$ cat src/common/frame_cfg.svh
`ifndef FRAME_CFG_SVH
`define FRAME_CFG_SVH

// frame geometry
`define FRAME_W 32 // pixels per line
`define FRAME_H 4 // lines per frame

// chunking of the frame into memory words
`define PIX_PER_CHUNK 8 // rgb565 pixels per 128b word
`define FRAME_CHUNKS 16 // FRAME_W*FRAME_H/PIX_PER_CHUNK
`define CHUNK_IDX_W 4 // log2 of FRAME_CHUNKS
`define CHUNK_W 128 // one axi data beat

// axi byte address, same width the ddr controller takes
`define AXI_ADDR_W 27

// pure red in rgb565
`define ERR_COLOR 16'hF800

`endif

$ cat src/common/frame_pkg.sv
`include "frame_cfg.svh"

package frame_pkg;

  // rgb565 field view, r in the top bits
  typedef struct packed {
    logic [4:0] r;
    logic [5:0] g;
    logic [4:0] b;
  } rgb565_t;

  typedef union packed {
    logic [15:0] raw; // whole word, e.g. an index value
    rgb565_t     rgb; // split into color fields
  } pixel_u;

  // pix[0] lands in bits 15:0
  typedef union packed {
    logic [`CHUNK_W-1:0]                raw;
    pixel_u [`PIX_PER_CHUNK-1:0]        pix;
  } chunk_u;

  typedef struct packed {
    chunk_u                  data;
    logic [`CHUNK_IDX_W-1:0] idx; // chunk position in frame
  } chunk_req_t;

  // master side of the axi4-lite port
  typedef struct packed {
    logic [`AXI_ADDR_W-1:0] awaddr;
    logic                   awvalid;
    logic [`CHUNK_W-1:0]    wdata;
    logic [`CHUNK_W/8-1:0]  wstrb;
    logic                   wvalid;
    logic                   bready;
    logic [`AXI_ADDR_W-1:0] araddr;
    logic                   arvalid;
    logic                   rready;
  } axil_req_t;

  // slave side
  typedef struct packed {
    logic                awready;
    logic                wready;
    logic [1:0]          bresp;
    logic                bvalid;
    logic                arready;
    logic [`CHUNK_W-1:0] rdata;
    logic [1:0]          rresp;
    logic                rvalid;
  } axil_rsp_t;

  typedef struct packed {
    logic       valid;
    logic       last; // final pixel of the frame
    logic [7:0] r;
    logic [7:0] g;
    logic [7:0] b;
  } pix_out_t;

endpackage

$ cat src/axil/axil_reader.sv
`timescale 1ns/10ps
`include "frame_cfg.svh"

module axil_reader (
  input  logic                    clk_camera,
  input  logic                    recent_reset,
  input  logic                    req_valid_i,
  input  logic [`CHUNK_IDX_W-1:0] req_idx_i,
  input  logic                    req_last_i,
  output logic                    req_ready_o,
  output frame_pkg::axil_req_t    req_o,
  input  frame_pkg::axil_rsp_t    rsp_i,
  output frame_pkg::chunk_u       chunk_o,
  output logic                    chunk_valid_o,
  output logic                    chunk_last_o,
  input  logic                    chunk_ready_i,
  output logic                    read_err_o
);

  localparam int AW = `AXI_ADDR_W;

  logic          ar_pend_q; // AR presented, not accepted
  logic          r_pend_q; // waiting on R data
  logic          last_q; // flag for the outstanding read
  logic [AW-1:0] addr_q;
  logic          r_fire;

  assign req_ready_o   = !ar_pend_q && !r_pend_q;
  assign chunk_valid_o = r_pend_q && rsp_i.rvalid; // straight from the bus
  assign chunk_o.raw   = rsp_i.rdata;
  assign chunk_last_o  = last_q;
  assign r_fire        = chunk_valid_o && chunk_ready_i;

  always_ff @(posedge clk_camera) begin
    if (recent_reset) begin
      ar_pend_q  <= 1'b0;
      r_pend_q   <= 1'b0;
      last_q     <= 1'b0;
      read_err_o <= 1'b0;
    end else begin
      if (req_valid_i && req_ready_o) begin
        ar_pend_q <= 1'b1; // arvalid next cycle
        last_q    <= req_last_i;
      end
      if (ar_pend_q && rsp_i.arready) begin
        ar_pend_q <= 1'b0;
        r_pend_q  <= 1'b1;
      end
      if (r_fire) r_pend_q <= 1'b0;
      read_err_o <= r_fire && (rsp_i.rresp != 2'b00);
    end
  end

  always_ff @(posedge clk_camera) begin
    if (req_valid_i && req_ready_o) addr_q <= AW'({req_idx_i, 4'b0000});
  end

  always_comb begin
    req_o         = '0; // write half comes from the writer
    req_o.araddr  = addr_q;
    req_o.arvalid = ar_pend_q;
    req_o.rready  = r_pend_q && chunk_ready_i; // unstacker back-pressure reaches R
  end

endmodule

$ cat src/axil/axil_writer.sv
`timescale 1ns/10ps
`include "frame_cfg.svh"

module axil_writer (
  input  logic                  clk_camera,
  input  logic                  recent_reset,
  input  frame_pkg::chunk_req_t chunk_i,
  input  logic                  chunk_valid_i,
  output logic                  chunk_ready_o,
  output frame_pkg::axil_req_t  req_o,
  input  frame_pkg::axil_rsp_t  rsp_i,
  output logic                  write_done_o,
  output logic                  write_err_o
);

  localparam int AW = `AXI_ADDR_W;

  logic                 aw_pend_q; // AW not yet accepted
  logic                 w_pend_q; // W not yet accepted
  logic                 b_pend_q; // waiting on B
  logic [AW-1:0]        addr_q;
  logic [`CHUNK_W-1:0]  data_q;
  logic                 aw_fire;
  logic                 w_fire;
  logic                 b_fire;

  assign aw_fire       = aw_pend_q && rsp_i.awready;
  assign w_fire        = w_pend_q && rsp_i.wready;
  assign b_fire        = b_pend_q && rsp_i.bvalid;
  assign chunk_ready_o = !aw_pend_q && !w_pend_q && !b_pend_q; // one write at a time

  always_ff @(posedge clk_camera) begin
    if (recent_reset) begin
      aw_pend_q    <= 1'b0;
      w_pend_q     <= 1'b0;
      b_pend_q     <= 1'b0;
      write_done_o <= 1'b0;
      write_err_o  <= 1'b0;
    end else begin
      if (chunk_valid_i && chunk_ready_o) begin
        aw_pend_q <= 1'b1; // both channels raised together
        w_pend_q  <= 1'b1;
      end else begin
        if (aw_fire) aw_pend_q <= 1'b0;
        if (w_fire) w_pend_q <= 1'b0;
        // last of AW/W just went through
        if ((aw_pend_q || w_pend_q) && (!aw_pend_q || aw_fire) && (!w_pend_q || w_fire))
          b_pend_q <= 1'b1;
      end
      if (b_fire) b_pend_q <= 1'b0;
      write_done_o <= b_fire;
      write_err_o  <= b_fire && (rsp_i.bresp != 2'b00); // slverr or decerr
    end
  end

  always_ff @(posedge clk_camera) begin
    if (chunk_valid_i && chunk_ready_o) begin
      addr_q <= AW'({chunk_i.idx, 4'b0000}); // 16 bytes per chunk
      data_q <= chunk_i.data.raw;
    end
  end

  always_comb begin
    req_o         = '0; // read half comes from the reader
    req_o.awaddr  = addr_q;
    req_o.awvalid = aw_pend_q;
    req_o.wdata   = data_q;
    req_o.wstrb   = '1;
    req_o.wvalid  = w_pend_q;
    req_o.bready  = b_pend_q;
  end

endmodule

$ cat src/frame_ctrl.sv
`timescale 1ns/10ps
`include "frame_cfg.svh"

module frame_ctrl (
  input  logic                    clk_camera,
  input  logic                    recent_reset,
  input  logic [1:0]              pattern_sel_i,
  output logic                    start_o,
  output logic [1:0]              pattern_o,
  input  logic                    write_done_i,
  input  logic                    write_err_i,
  output logic                    rd_req_valid_o,
  output logic [`CHUNK_IDX_W-1:0] rd_req_idx_o,
  output logic                    rd_req_last_o,
  input  logic                    rd_req_ready_i,
  input  logic                    read_err_i,
  input  logic                    frame_last_px_i,
  output logic                    frame_done_o,
  output logic                    err_o
);

  localparam logic [`CHUNK_IDX_W-1:0] LAST_IDX = `CHUNK_IDX_W'(`FRAME_CHUNKS - 1);

  typedef enum logic [1:0] {
    S_WRITE,
    S_READ,
    S_DONE
  } state_t;

  state_t                  state_q;
  logic                    kick_q; // frame start still to be issued
  logic [`CHUNK_IDX_W-1:0] wr_cnt_q; // B responses seen so far
  logic [`CHUNK_IDX_W-1:0] rd_idx_q; // next chunk to request
  logic                    rd_fire;

  assign rd_fire        = rd_req_valid_o && rd_req_ready_i;
  assign rd_req_valid_o = (state_q == S_READ);
  assign rd_req_idx_o   = rd_idx_q;
  assign rd_req_last_o  = (rd_idx_q == LAST_IDX);

  always_ff @(posedge clk_camera) begin
    if (recent_reset) begin
      state_q      <= S_WRITE; // frame begins straight out of reset
      kick_q       <= 1'b1;
      start_o      <= 1'b0;
      pattern_o    <= 2'd0;
      wr_cnt_q     <= '0;
      rd_idx_q     <= '0;
      frame_done_o <= 1'b0;
      err_o        <= 1'b0;
    end else begin
      start_o      <= 1'b0;
      frame_done_o <= 1'b0;
      err_o        <= err_o | write_err_i | read_err_i; // sticky
      if (kick_q) begin
        kick_q    <= 1'b0;
        start_o   <= 1'b1;
        pattern_o <= pattern_sel_i; // held for the whole frame
      end
      case (state_q)
        S_WRITE: begin
          if (write_done_i) begin
            wr_cnt_q <= wr_cnt_q + 1'b1;
            if (wr_cnt_q == LAST_IDX) begin
              state_q  <= S_READ; // all chunks are in memory
              rd_idx_q <= '0;
            end
          end
        end
        S_READ: begin
          if (rd_fire) begin
            rd_idx_q <= rd_idx_q + 1'b1;
            if (rd_req_last_o) state_q <= S_DONE;
          end
        end
        default: begin
          // unstacker still draining
          if (frame_last_px_i) begin
            frame_done_o <= 1'b1;
            state_q      <= S_WRITE;
            wr_cnt_q     <= '0;
            kick_q       <= 1'b1; // restart with a fresh snapshot
          end
        end
      endcase
    end
  end

endmodule

$ cat src/frame_mover_top.sv
`timescale 1ns/10ps
`include "frame_cfg.svh"

module frame_mover_top (
  input  logic                 clk_camera,
  input  logic                 recent_reset,
  input  logic [1:0]           pattern_sel_i,
  output frame_pkg::axil_req_t axil_req_o,
  input  frame_pkg::axil_rsp_t axil_rsp_i,
  output frame_pkg::pix_out_t  pix_o,
  input  logic                 pix_ready_i,
  output logic                 frame_done_o,
  output logic                 err_o
);

  // control
  logic                    start;
  logic [1:0]              pattern;
  logic                    write_done, write_err, read_err;
  logic                    rd_req_valid, rd_req_last, rd_req_ready;
  logic [`CHUNK_IDX_W-1:0] rd_req_idx;
  logic                    frame_last_px;
  // write path
  frame_pkg::chunk_req_t   wr_chunk;
  logic                    wr_chunk_valid, wr_chunk_ready;
  frame_pkg::axil_req_t    wr_req, rd_req;
  // read path
  frame_pkg::chunk_u       rd_chunk;
  logic                    rd_chunk_valid, rd_chunk_last, rd_chunk_ready;

  frame_ctrl u_ctrl (
    .clk_camera, .recent_reset, .pattern_sel_i,
    .start_o(start), .pattern_o(pattern),
    .write_done_i(write_done), .write_err_i(write_err),
    .rd_req_valid_o(rd_req_valid), .rd_req_idx_o(rd_req_idx),
    .rd_req_last_o(rd_req_last), .rd_req_ready_i(rd_req_ready),
    .read_err_i(read_err), .frame_last_px_i(frame_last_px),
    .frame_done_o, .err_o
  );

  pattern_stacker u_stacker (
    .clk_camera, .recent_reset, .start_i(start), .pattern_i(pattern),
    .chunk_o(wr_chunk), .chunk_valid_o(wr_chunk_valid), .chunk_ready_i(wr_chunk_ready)
  );

  axil_writer u_writer (
    .clk_camera, .recent_reset,
    .chunk_i(wr_chunk), .chunk_valid_i(wr_chunk_valid), .chunk_ready_o(wr_chunk_ready),
    .req_o(wr_req), .rsp_i(axil_rsp_i),
    .write_done_o(write_done), .write_err_o(write_err)
  );

  axil_reader u_reader (
    .clk_camera, .recent_reset,
    .req_valid_i(rd_req_valid), .req_idx_i(rd_req_idx), .req_last_i(rd_req_last),
    .req_ready_o(rd_req_ready), .req_o(rd_req), .rsp_i(axil_rsp_i),
    .chunk_o(rd_chunk), .chunk_valid_o(rd_chunk_valid), .chunk_last_o(rd_chunk_last),
    .chunk_ready_i(rd_chunk_ready), .read_err_o(read_err)
  );

  pixel_unstacker u_unstacker (
    .clk_camera, .recent_reset,
    .chunk_i(rd_chunk), .chunk_valid_i(rd_chunk_valid), .chunk_last_i(rd_chunk_last),
    .chunk_ready_o(rd_chunk_ready), .pix_o, .pix_ready_i, .frame_last_px_o(frame_last_px)
  );

  // write channels from the writer, read channels from the reader
  always_comb begin
    axil_req_o         = wr_req;
    axil_req_o.araddr  = rd_req.araddr;
    axil_req_o.arvalid = rd_req.arvalid;
    axil_req_o.rready  = rd_req.rready;
  end

endmodule

$ cat src/pattern_stacker.sv
`timescale 1ns/10ps
`include "frame_cfg.svh"

module pattern_stacker (
  input  logic                   clk_camera,
  input  logic                   recent_reset,
  input  logic                   start_i,
  input  logic [1:0]             pattern_i,
  output frame_pkg::chunk_req_t  chunk_o,
  output logic                   chunk_valid_o,
  input  logic                   chunk_ready_i
);

  localparam int PIX_IDX_W = $clog2(`FRAME_W * `FRAME_H); // 7
  localparam int X_W       = $clog2(`FRAME_W); // 5
  localparam int SLOT_W    = $clog2(`PIX_PER_CHUNK); // 3
  localparam logic [SLOT_W-1:0] LAST_SLOT = SLOT_W'(`PIX_PER_CHUNK - 1);
  localparam logic [`CHUNK_IDX_W-1:0] LAST_IDX = `CHUNK_IDX_W'(`FRAME_CHUNKS - 1);

  logic [PIX_IDX_W-1:0]       pix_cnt_q; // running pixel index in frame
  logic [`CHUNK_IDX_W-1:0]    idx_q;
  logic                       building_q; // filling the chunk buffer
  frame_pkg::chunk_u          buf_q;
  frame_pkg::pixel_u          px;
  logic [X_W-1:0]             x;
  logic [PIX_IDX_W-X_W-1:0]   y;
  logic [SLOT_W-1:0]          slot;

  assign x    = pix_cnt_q[X_W-1:0];
  assign y    = pix_cnt_q[PIX_IDX_W-1:X_W];
  assign slot = pix_cnt_q[SLOT_W-1:0];

  always_comb begin
    px.raw = '0;
    case (pattern_i)
      2'd0: px.raw = 16'(pix_cnt_q); // index ramp
      2'd1: px.raw = `ERR_COLOR;
      2'd2: begin
        px.rgb.r = 5'(x);
        px.rgb.g = 6'({y, 4'b0000}); // y * 16
        px.rgb.b = 5'(5'd31 - 5'(x));
      end
      default: px.raw = '1; // white
    endcase
  end

  always_ff @(posedge clk_camera) begin
    if (recent_reset) begin
      building_q    <= 1'b0;
      chunk_valid_o <= 1'b0;
      pix_cnt_q     <= '0;
      idx_q         <= '0;
    end else if (start_i) begin
      building_q    <= 1'b1;
      chunk_valid_o <= 1'b0;
      pix_cnt_q     <= '0;
      idx_q         <= '0;
    end else begin
      if (building_q) begin
        pix_cnt_q <= pix_cnt_q + 1'b1;
        if (slot == LAST_SLOT) begin
          building_q    <= 1'b0;
          chunk_valid_o <= 1'b1; // eighth pixel in
        end
      end
      if (chunk_valid_o && chunk_ready_i) begin
        chunk_valid_o <= 1'b0;
        idx_q         <= idx_q + 1'b1;
        building_q    <= (idx_q != LAST_IDX); // stop after the frame
      end
    end
  end

  always_ff @(posedge clk_camera) begin
    if (building_q) buf_q.pix[slot] <= px;
  end

  always_comb begin
    chunk_o.data = buf_q;
    chunk_o.idx  = idx_q;
  end

endmodule

$ cat src/pixel_unstacker.sv
`timescale 1ns/10ps
`include "frame_cfg.svh"

module pixel_unstacker (
  input  logic                 clk_camera,
  input  logic                 recent_reset,
  input  frame_pkg::chunk_u    chunk_i,
  input  logic                 chunk_valid_i,
  input  logic                 chunk_last_i,
  output logic                 chunk_ready_o,
  output frame_pkg::pix_out_t  pix_o,
  input  logic                 pix_ready_i,
  output logic                 frame_last_px_o
);

  localparam int SLOT_W = $clog2(`PIX_PER_CHUNK);
  localparam logic [SLOT_W-1:0] LAST_SLOT = SLOT_W'(`PIX_PER_CHUNK - 1);

  frame_pkg::chunk_u  buf_q; // shifts down one pixel per transfer
  frame_pkg::pixel_u  px;
  logic [SLOT_W-1:0]  cnt_q; // pixel position within chunk
  logic               full_q;
  logic               last_q; // chunk closes the frame
  logic               pix_fire;
  logic               chunk_fire;

  assign px         = buf_q.pix[0];
  assign pix_fire   = full_q && pix_ready_i;
  // next chunk taken as the eighth pixel leaves
  assign chunk_ready_o = !full_q || (pix_ready_i && (cnt_q == LAST_SLOT));
  assign chunk_fire = chunk_valid_i && chunk_ready_o;

  always_comb begin
    pix_o.valid = full_q;
    pix_o.last  = last_q && (cnt_q == LAST_SLOT);
    pix_o.r     = {px.rgb.r, 3'b000}; // zero fill low bits
    pix_o.g     = {px.rgb.g, 2'b00};
    pix_o.b     = {px.rgb.b, 3'b000};
  end

  assign frame_last_px_o = pix_fire && pix_o.last;

  always_ff @(posedge clk_camera) begin
    if (recent_reset) begin
      full_q <= 1'b0;
      cnt_q  <= '0;
      last_q <= 1'b0;
    end else if (chunk_fire) begin
      full_q <= 1'b1;
      cnt_q  <= '0;
      last_q <= chunk_last_i;
    end else if (pix_fire) begin
      if (cnt_q == LAST_SLOT) begin
        full_q <= 1'b0; // drained, nothing waiting
      end else begin
        cnt_q <= cnt_q + 1'b1;
      end
    end
  end

  always_ff @(posedge clk_camera) begin
    if (chunk_fire) begin
      buf_q <= chunk_i;
    end else if (pix_fire) begin
      buf_q.raw <= buf_q.raw >> 16; // bring up the next pixel
    end
  end

endmodule

$ cat config.mk
export PLATFORM = sky130hd
export DESIGN_NAME = frame_mover_top
export DESIGN_NICKNAME = d
export VERILOG_FILES = /design/src/common/frame_pkg.sv /design/src/axil/axil_reader.sv /design/src/axil/axil_writer.sv /design/src/frame_ctrl.sv /design/src/frame_mover_top.sv /design/src/pattern_stacker.sv /design/src/pixel_unstacker.sv
export VERILOG_INCLUDE_DIRS = /design/src /design/src/common
export SDC_FILE = /design/constraint.sdc
export NUM_CORES = 1
export LEC_CHECK = 0
export BUFFER_PORTS_ARGS = -buffer_cell sky130_fd_sc_hd__clkbuf_2
export CAP_MARGIN = 20
export CORE_AREA = 4 4 194 215
export DETAILED_ROUTE_END_ITERATION = 8
export DIE_AREA = 0 0 198 219
export GPL_ROUTABILITY_DRIVEN = 0
export PLACE_DENSITY = 0.59
export SYNTH_ARGS = -nofsm -noshare
export SYNTH_HDL_FRONTEND = slang
export SYNTH_SLANG_ARGS = --single-unit
export TNS_END_PERCENT = 30
$ cat constraint.sdc
create_clock -name clk_camera -period 9.48 [get_ports clk_camera]
set_clock_uncertainty 0.15 [all_clocks]
set_input_delay 1.422 -clock clk_camera [delete_from_list [all_inputs] [get_ports clk_camera]]
set_output_delay 1.422 -clock clk_camera [all_outputs]
set_load 0.05 [all_outputs]
==> results of run 1 <==
-- power groups by stage --
stage               clock network, mW  registers, mW  logic (mW)
floorplan                           0           2.04       0.103
global placement                    0           2.04       0.122
detailed placement                  0           2.05       0.123
CTS                              1.61           2.01       0.123
global route                     1.69           2.01       0.130
finish                           1.57           2.01       0.122
-- sequential cells by signal (all words and copies together) (netlist names), 7 cells and up --
name and flops:
u_unstacker.buf_q 128, u_stacker.pix_cnt_q 7, u_writer.data_q 120, u_stacker.buf_q 120
-- cell usage after synthesis (all sizes together) (2+ instances only) --
| master | count | share of area, % |
|---|---|---|
| or2 | 2 | 0.080 |
| a21o | 9 | 0.43 |
| or3 | 2 | 0.080 |
| buf | 122 | 5.8 |
| nand2 | 351 | 8.4 |
| nand3 | 6 | 0.19 |
| dfxtp | 43 | 5.5 |
| nand4 | 5 | 0.24 |
| o21ai | 2 | 0.064 |
| nor4b | 2 | 0.21 |
| a21oi | 19 | 0.61 |
| clkbuf | 15 | 0.36 |
| conb | 2 | 0.048 |
| ha | 10 | 0.80 |
| nor2b | 9 | 0.36 |
| and4 | 2 | 0.11 |
| inv | 6 | 0.14 |
| and2 | 19 | 0.76 |
| a311oi | 3 | 0.17 |
| edfxtp | 376 | 72 |
| nor2 | 25 | 0.60 |
| mux2i | 8 | 0.51 |
| xor2 | 4 | 0.22 |
| nand2b | 9 | 0.36 |
| nor3 | 10 | 0.35 |
| xnor2 | 3 | 0.17 |
| a211o | 5 | 0.28 |
-- layout make-up --
type	count	area [um^2]
inverter	6	22.5
sequential	419	12200
multi-input combinational	591	2790
timing repair buffer	313	1600
antenna	3	7.51
fill	3620	21200
clock inverter	21	189
tap	513	642
clock buffer	55	1130
-- worst min-delay path by stage --
stage	startpoint	end	slack, ns	cells after the start
2_1_floorplan	u_stacker.buf_q[0]	u_writer.data_q[0]	0.25	0
3_3_place_gp	u_stacker.buf_q[124]	u_writer.data_q[124]	0.25	0
3_5_place_dp	u_stacker.buf_q[109]	u_writer.data_q[109]	0.25	0
4_1_cts	u_stacker.buf_q[112]	u_writer.data_q[112]	0.25	0
5_1_grt	u_stacker.buf_q[112]	u_writer.data_q[112]	0.26	0
6_report	u_stacker.buf_q[112]	u_writer.data_q[112]	0.25	0
-- logic make-up after synthesis --
group                      after synthesis  synth area share (%)
xor gates and xnor gates                 7                 0.392
muxes                                    9                 0.584
other                                    2                0.0480
DFF                                    419                  77.7
adders and majority gates               10                 0.800
AOI/OAI and AO/OA                       47                  2.02
and+or+nand+nor                        448                  12.1
buffers and inverters                  143                  6.35
-- layer usage --
layer | vias up | routed length, um | global-route usage, %
li1 | 4174 | - | -
met1 | 3993 | 13000 | 17.7
met2 | 267 | 15500 | 22.9
met3 | 58 | 2180 | 3.36
met4 | 0 | 825 | 5.10
met5 | - | 0 | 0
==> impl_metrics.csv, run 1 <==
group,metric,value,unit
power_and_ir_drop,swShare,21.2,%
floorplan,die-area,43400,um^2
cells_and_area,stdcell_area,18500,um^2
power_and_ir_drop,vdd_drop_max,0.114,mV
status,status,"finished clean",
cells_and_area,drive_gt1_share,28.0,%
critical_path,crit_chain,"clkbuf_2 > a21bo_2 > and2_1 > clkbuf_2",
cells_and_area,final_cell_mix,"edfxtp_1 (376), nand2_1 (349), clkbuf_2 (302)",
critical_path,cp_data_required_time,7.91,ns
detailed_routing,detail-route-antenna-nets,0,
critical_path,r2r_cells,6,
power_and_ir_drop,power_density,199,nW/um^2
place,dp.cells,1841,
global_route,track_usage,13.8,%
floorplan,die_w,198,um
power_and_ir_drop,seqPwrFrac,54.3,%
critical_path,crit_family,"buffers and inverters",
sta,tightest_slew,1.11,ns
critical_path,path_class,"input port to output port",
sta,timing.hold.ws,0.252,ns
clocking,clock_latency,0.55,ns
detailed_routing,drt_iter0_markers,531,
power_and_ir_drop,p_total,3.70,mW
synthesis,yosysWarningCount,0,
global_route,grt.overflow.total,0,
sta,worst_slack,5.76,ns
detailed_routing,routed-via-count,8492,
floorplan,coreArea,39700,um^2
synthesis,ys_seq_elements,419,
cells_and_area,finalNetCount,1526,
sta,setup_tns,0,ns
sta,slew-limit-headroom,26.1,%
sta,period_needed,3.72,ns
synthesis,synth-main-ff-cell,"edfxtp_1",
detailed_routing,wl,31.5,mm
floorplan,start_util,39.4,%
clocking,cts.sinks,419,
critical_path,worst_setup_path_start_kind,"input port",
critical_path,crit_path_frequent_cell,"clkbuf_2",
critical_path,worst-path-stages,4,
power_and_ir_drop,leakagePower,7.41,nW
critical_path,endpoint,"axil_req_o[0]",
synthesis,syn_area_per_cell,14.4,um^2
place,post-place-ws,5.27,ns
floorplan,die_h,219,um
place,dpl.hpwl,21.3,mm
sta,fmax,268,MHz
synthesis,synth-async-reset-ratio,0,%
clocking,path_clk_slew,0.06,ns
power_and_ir_drop,combPwrFrac,3.3,%
clocking,tritoncts,"built",
flow_run,cap_viol_max_count,0,
critical_path,r2r-end,"u_unstacker.buf_q[78]",
critical_path,r2r_slack,6.10,ns
sta,finalSetupViolations,0,
critical_path,critPathArrivalTime,2.15,ns
synthesis,netlist_instances,1085,
floorplan,fp-row-count,77,
cells_and_area,finalNonFillerCells,1921,
critical_path,cp_max_fo,4,
synthesis,synth_cell_type_count,50,
critical_path,end_kind,"output port",
global_route,antenna_found_initial,3,
critical_path,r2r_start,"u_unstacker.cnt_q[0]",
global_route,grt_pass1_wl,46.4,mm
critical_path,crit_start,"pix_ready_i",
detailed_routing,drc,0,
sta,hold_viol,0,
synthesis,syn-cell-area,15600,um^2
clocking,cts_buffer_depth,3,
sta,rsz0062_at_grt,"false",
power_and_ir_drop,clkPwrFrac,42.4,%
clocking,h-tree-depth,2,
place,post_dp_cell_area,17200,um^2
power_and_ir_drop,p_int,2.91,mW
cells_and_area,syn2layout_area_growth,18.6,%
detailed_routing,vias_per_cell,4.42,
clocking,cts_resized,0,
critical_path,cp_slowest_stage_delay,0.25,ns
sta,slew_violations,0,
cells_and_area,utilization,46.7,%
floorplan,design.portCount,373,
sta,period_share,39.3,%
min_path,min_path_type,"register to register",
detailed_routing,wl_per_cell,16.4,um
critical_path,crit_slowest_cell,"a21bo_2",
critical_path,path_buf_inv,2,
clocking,cts_hold_buf,0,
global_route,grt_pass1_vias,8316,
clocking,cts_buffers,43,
global_route,grt_max_degree,84,
power_and_ir_drop,netSwitchingPower,0.783,mW
synthesis,synth_edf_count,376,
clocking,cts_setup_buffers,0,
synthesis,ys_seq_area_share,77.7,%
clocking,cts_root_buffer,"clkbuf_16",
detailed_routing,dr.pass1.iters,5,
cells_and_area,final_common_cell,"edfxtp_1",
place,port_buffers,302,
Power figures use the tool's default switching activity.
==> run 2, diff against run 1 <==
ABC_AREA = 1   (was default)
PLACE_DENSITY = 0.61   (was 0.59)
clock period = 3.3 ns   (was 9.48 ns; I/O delays follow)
==> run 2 against run 1 <==
First-iteration DRC count up 11%. Global-route usage decreased by 0.051 points. Sequential share of layout area shrank 1.0 points. Flip-flop and latch count unchanged. Final area increased by 1.6%. Via count grew 4.5%. Utilization grew 0.74 points. Clock power grew to 3.1 times the previous value.
==> impl_metrics.csv, run 2 <==
group,metric,value,unit
status,status,"finished clean",
global_route,antenna_found_initial,0,
critical_path,cp_max_fo,3,
cells_and_area,final_common_cell,"nand2_1",
sta,finalSetupViolations,0,
cells_and_area,largest_register_ffs,128,
cells_and_area,n_antenna_cell,0,
floorplan,start_util,39.4,%
clocking,cts_setup_buffers,0,
cells_and_area,syn2layout_area_growth,20.4,%
floorplan,die-area,43400,um^2
sta,fmax,400,MHz
sta,period_share,75.8,%
critical_path,critPathArrivalTime,1.86,ns
detailed_routing,detail-route-antenna-nets,0,
clocking,clock_latency,0.55,ns
synthesis,syn_area_per_cell,13.3,um^2
floorplan,design.portCount,373,
place,dp.cells,1941,
place,post_dp_cell_area,17300,um^2
min_path,min_path_type,"input port to register",
flow_run,cap_viol_max_count,0,
sta,setup_tns,0,ns
min_path,holdCritStartpoint,"axil_rsp_i[2]",
detailed_routing,drt_iter0_markers,591,
critical_path,r2r_cells,7,
cells_and_area,multiInputGateArea,2650,um^2
clocking,path_clk_slew,0.06,ns
critical_path,crit_path_frequent_cell,"ha_1",
power_and_ir_drop,leakagePower,7.69,nW
floorplan,die_h,219,um
critical_path,crit_slowest_cell,"dfxtp_1",
sta,rsz0062_at_grt,"false",
synthesis,synth_most_common_cell,"nand2_1",
global_route,track_usage,13.7,%
clocking,cts_buffers,42,
cells_and_area,regMostFlops,"u_unstacker.buf_q",
power_and_ir_drop,p_total,11.0,mW
clocking,cts_root_buffer,"clkbuf_16",
floorplan,coreArea,39700,um^2
critical_path,cp_slowest_stage_delay,0.32,ns
critical_path,cp_data_required_time,2.65,ns
synthesis,yosysWarningCount,0,
critical_path,worst_setup_path_start_kind,"register",
min_path,hold_path_depth,3,
detailed_routing,wl_per_cell,15.4,um
critical_path,r2r_slack,0.93,ns
synthesis,netlist_instances,1172,
sta,tightest_slew,1.04,ns
detailed_routing,drc,0,
critical_path,r2r-end,"u_unstacker.buf_q[29]",
global_route,grt.overflow.total,0,
synthesis,synth_area_leaders,"edfxtp_1 (72%), nand2_1 (9.6%), dfxtp_1 (5.5%)",
cells_and_area,finalNonFillerCells,2023,
cells_and_area,regArea,12200,um^2
cells_and_area,drive_gt1_share,26.1,%
clocking,cts_buffer_depth,3,
sta,hold_viol,0,
floorplan,fp-row-count,77,
synthesis,synth-async-reset-ratio,0,%
synthesis,syn-cell-area,15600,um^2
cells_and_area,final_cell_mix,"nand2_1 (399), edfxtp_1 (376), clkbuf_2 (303)",
detailed_routing,routed-via-count,8872,
synthesis,synth_commonest_cells,"nand2_1 (400), edfxtp_1 (376), buf_4 (101), nor2_1 (63), inv_1 (59)",
min_path,holdPathEnd,"u_reader.read_err_o",
synthesis,ys_seq_area_share,77.7,%
synthesis,synth_top_area_share,72.2,%
critical_path,end_kind,"output port",
critical_path,r2r_start,"u_unstacker.cnt_q[0]",
detailed_routing,vias_per_cell,4.39,
sta,slew-limit-headroom,30.3,%
synthesis,synth_top_cell_by_area,"edfxtp_1",
power_and_ir_drop,power_density,586,nW/um^2
synthesis,ys_seq_elements,419,
critical_path,path_class,"register to output port",
place,port_buffers,302,
cells_and_area,top_regs,"u_unstacker.buf_q x128, u_stacker.buf_q x120, u_writer.data_q x120",
power_and_ir_drop,vdd_drop_max,0.342,mV
place,dpl.hpwl,21.2,mm
synthesis,synth_cell_type_count,32,
detailed_routing,dr.pass1.iters,5,
synthesis,synth_edf_count,376,
global_route,grt_pass1_wl,46.4,mm
sta,slew_violations,0,
clocking,cts.sinks,419,
global_route,grt_max_degree,129,
critical_path,crit_chain,"ha_1 > ha_1 > a21boi_2 > nor2_1 > clkbuf_2",
clocking,h-tree-depth,2,
detailed_routing,wl,31.1,mm
cells_and_area,stdcell_area,18800,um^2
floorplan,die_w,198,um
cells_and_area,finalNetCount,1630,
cells_and_area,fill_cells,3567,
synthesis,synth-main-ff-cell,"edfxtp_1",
critical_path,crit_start,"u_unstacker.cnt_q[0]",
global_route,grt_pass1_vias,8436,
sta,period_needed,2.50,ns
clocking,tritoncts,"built",
[run 2: area by class of cell]
class,instances,area share (%)
clock buffers,47,5.68
clock inverters,29,1.98
inverters,61,1.25
multi-input cells,631,14.1
flip-flops and latches,419,64.5
well taps,513,3.41
repair buffers,323,9.08
[run 2: worst max path at each step]
stage,slack (ns),endpoint
global route,0.71,axil_req_o[0]
detailed placement,0.94,u_unstacker.buf_q[47]
floorplan,0.22,u_writer.addr_q[4]
CTS,0.76,axil_req_o[0]
global placement,0.99,u_unstacker.buf_q[36]
finish,0.80,axil_req_o[0]
[run 2: report_power, final]
| group | switching (mW) | internal, mW | leakage (nW) | total [mW] |
|---|---|---|---|---|
| Sequential | 0.0107 | 5.77 | 3.77 | 5.78 |
| Combinational | 0.301 | 0.0841 | 3.22 | 0.385 |
| Clock | 1.96 | 2.92 | 0.694 | 4.87 |
[run 2: kinds of logic after synthesis]
kind of cell / share of synthesized area (%)
other cells: 0.0480
compound gates: 2.08
xor+xnor: 0.168
simple gates: 12.0
buf+inv: 7.18
fa+ha+maj: 0.800
flops: 77.7
[run 2: critical path, delay by kind of cell, from the launching register on]
kind                       cells  cell delay (ns)
adders and majority gates      2             0.42
AOI/OAI and AO/OA              1             0.24
buffers and inverters          1             0.24
and+or+nand+nor                1             0.08
DFF                            1             0.32
[run 2: per-stage QoR]
step                setup WS, ns  hold slack [ns]  utilization, %
global route               0.712           0.0426            47.4
global placement           0.988            0.251            43.7
detailed placement         0.940            0.255            43.7
floorplan                  0.219            0.250               -
CTS                        0.757           0.0187            47.4
finish                     0.799           0.0404            47.4
[run 2: layer usage]
metal / global-route usage [%] / wire, um / vias to the layer above
met5: 0 / 0 / -
met4: 4.25 / 761 / 0
met3: 2.64 / 1990 / 47
met2: 23.2 / 15500 / 297
met1: 18.1 / 12900 / 4134
li1: - / - / 4394
[run 2: repair_timing]
item / 4_1_cts / 5_1_grt
resized for setup: 0 / 0
hold buffers: 3 / 0
endpoints found under the hold margin: 2 / 0
==> run 3, diff against run 2 <==
ABC_AREA = 0   (was 1)
clock period = 2.2 ns   (was 3.3 ns; I/O delays follow)
==> run 3 against run 2 <==
The run now ends with negative setup slack left. Critical path depth stayed put. Via count grew 8.0%. Setup slack worse by 0.81 ns. Utilization up 4.0 points. Non-clock buffer count grew 162. Register-to-register slack got worse by 0.80 ns. Highest routed layer is now met5.
==> impl_metrics.csv, run 3 (synthesis gave the netlist of run 1 again) <==
group,metric,value,unit
detailed_routing,routed-via-count,9582,
floorplan,die_w,198,um
floorplan,coreArea,39700,um^2
sta,tightest_slew,0.621,ns
cells_and_area,drive_gt1_share,27.2,%
status,failed_checks,"negative setup slack",
power_and_ir_drop,leakagePower,8.23,nW
global_route,grt_max_degree,46,
power_and_ir_drop,p_total,16.5,mW
clocking,cts_buffer_depth,3,
critical_path,cp_data_required_time,1.72,ns
cells_and_area,finalNetCount,1696,
min_path,holdCritStartpoint,"axil_rsp_i[0]",
critical_path,crit_family,"flip-flops",
sta,worst_slack,-0.0140,ns
sta,slew_violations,0,
sta,period_share,101,%
global_route,grt_pass1_vias,9572,
cells_and_area,final_common_cell,"edfxtp_1",
cells_and_area,top_regs,"u_unstacker.buf_q x128, u_stacker.buf_q x120, u_writer.data_q x120",
critical_path,worst_setup_path_start_kind,"register",
critical_path,r2r_start,"u_unstacker.cnt_q[1]",
cells_and_area,regMostFlops,"u_unstacker.buf_q",
critical_path,path_buf_inv,1,
status,status,"finished with violations",
critical_path,cp_slowest_stage_delay,0.34,ns
critical_path,r2r_cells,8,
detailed_routing,dr_wl_met2,17.3,mm
critical_path,end_kind,"output port",
floorplan,die-area,43400,um^2
sta,rsz0062_at_grt,"true",
floorplan,start_util,39.4,%
cells_and_area,final_cell_mix,"edfxtp_1 (376), nand2_1 (349), clkbuf_2 (300)",
cells_and_area,utilization,51.5,%
critical_path,critPathArrivalTime,1.73,ns
place,post_dp_cell_area,17600,um^2
clocking,path_clk_slew,0.06,ns
sta,finalSetupViolations,1,
global_route,grt_pass1_wl,53.3,mm
cells_and_area,finalNonFillerCells,2090,
sta,hold_viol,0,
critical_path,crit_start,"u_unstacker.cnt_q[1]",
critical_path,path_class,"register to output port",
floorplan,die_h,219,um
detailed_routing,wl_per_cell,17.0,um
critical_path,crit_chain,"ha_4 > ha_4 > a21bo_4 > and2_4 > clkbuf_16",
place,dpl.hpwl,22.0,mm
clocking,clock_latency,0.55,ns
detailed_routing,detail-route-antenna-nets,0,
critical_path,cp_max_fo,2,
global_route,antenna_found_initial,2,
clocking,cts.sinks,419,
place,dp.cells,1868,
min_path,min_path_type,"input port to register",
critical_path,r2r_slack,0.13,ns
detailed_routing,dr.pass1.iters,4,
sta,slew-limit-headroom,58.6,%
detailed_routing,drt_iter0_markers,536,
flow_run,cap_viol_max_count,0,
cells_and_area,largest_register_ffs,128,
floorplan,design.portCount,373,
power_and_ir_drop,power_density,805,nW/um^2
min_path,holdPathEnd,"u_reader.read_err_o",
floorplan,fp-row-count,77,
critical_path,crit_path_frequent_cell,"ha_4",
power_and_ir_drop,vdd_drop_max,0.560,mV
sta,setup_tns,-0.0140,ns
global_route,grt.overflow.total,0,
critical_path,crit_slowest_cell,"dfxtp_2",
clocking,tritoncts,"built",
critical_path,r2r-end,"u_unstacker.buf_q[39]",
clocking,cts_root_buffer,"clkbuf_16",
detailed_routing,vias_per_cell,4.58,
detailed_routing,met1_length,14.1,mm
detailed_routing,dr_wl_met3,2.33,mm
detailed_routing,wl,35.6,mm
place,port_buffers,302,
clocking,cts_buffers,41,
sta,fmax,452,MHz
global_route,track_usage,15.8,%
sta,period_needed,2.21,ns
cells_and_area,syn2layout_area_growth,30.7,%
min_path,hold_path_depth,4,
clocking,h-tree-depth,2,
detailed_routing,drc,0,
cells_and_area,fill_cells,3303,
detailed_routing,top_layer,"met5",
cells_and_area,stdcell_area,20400,um^2
## run 3: metal layers
metal | up-vias | global-route usage [%]
met5 | - | 0
met4 | 2 | 8.22
met3 | 132 | 3.22
met2 | 407 | 25.7
met1 | 4521 | 19.9
li1 | 4520 | -
## run 3: how the worst max path moves through the flow
stage / endpoint / slack (ns) / depth (start not counted)
floorplan: u_stacker.idx_q[2] / -3.14 / 4
global route: axil_req_o[0] / -0.06 / 5
detailed placement: u_unstacker.buf_q[119] / 0.15 / 6
finish: axil_req_o[0] / -0.01 / 5
global placement: u_unstacker.buf_q[117] / 0.21 / 6
CTS: axil_req_o[0] / -0.05 / 5
## run 3: metrics by stage
step	hold slack [ns]	worst slack, ns
after floorplan	0.250	-3.14
after global placement	0.251	0.213
after detailed placement	0.255	0.155
after CTS	0.0713	-0.0461
after global routing	0.105	-0.0566
final	0.102	-0.0140
## run 3: layout make-up
class	instances	area [um^2]	area share, %
tap	513	642	3.14
multi-input combinational	591	2830	13.8
antenna	3	7.51	0.0367
timing repair buffer	485	3430	16.8
sequential	419	12200	59.5
inverter	6	22.5	0.110
clock inverter	30	325	1.59
clock buffer	43	1030	5.06
## run 3: worst min-delay path: cells and delay by family
| kind | cells | cell delay (ns) |
|---|---|---|
| buf+inv | 2 | 0.25 |
| simple gates | 2 | 0.17 |
## run 3: power by group
part	switching, mW	leakage, nW	total (mW)	internal, mW
Sequential	0.0127	3.71	8.64	8.63
Combinational	0.481	3.86	0.772	0.291
Clock	3.01	0.655	7.05	4.04
## run 3: repair_timing
action,CTS,global route
endpoints found under the setup margin,2,2
pin swaps,1,2
resized for setup,11,2
setup buffers,4,0
hold buffers,142,0
hold endpoints to repair,141,0
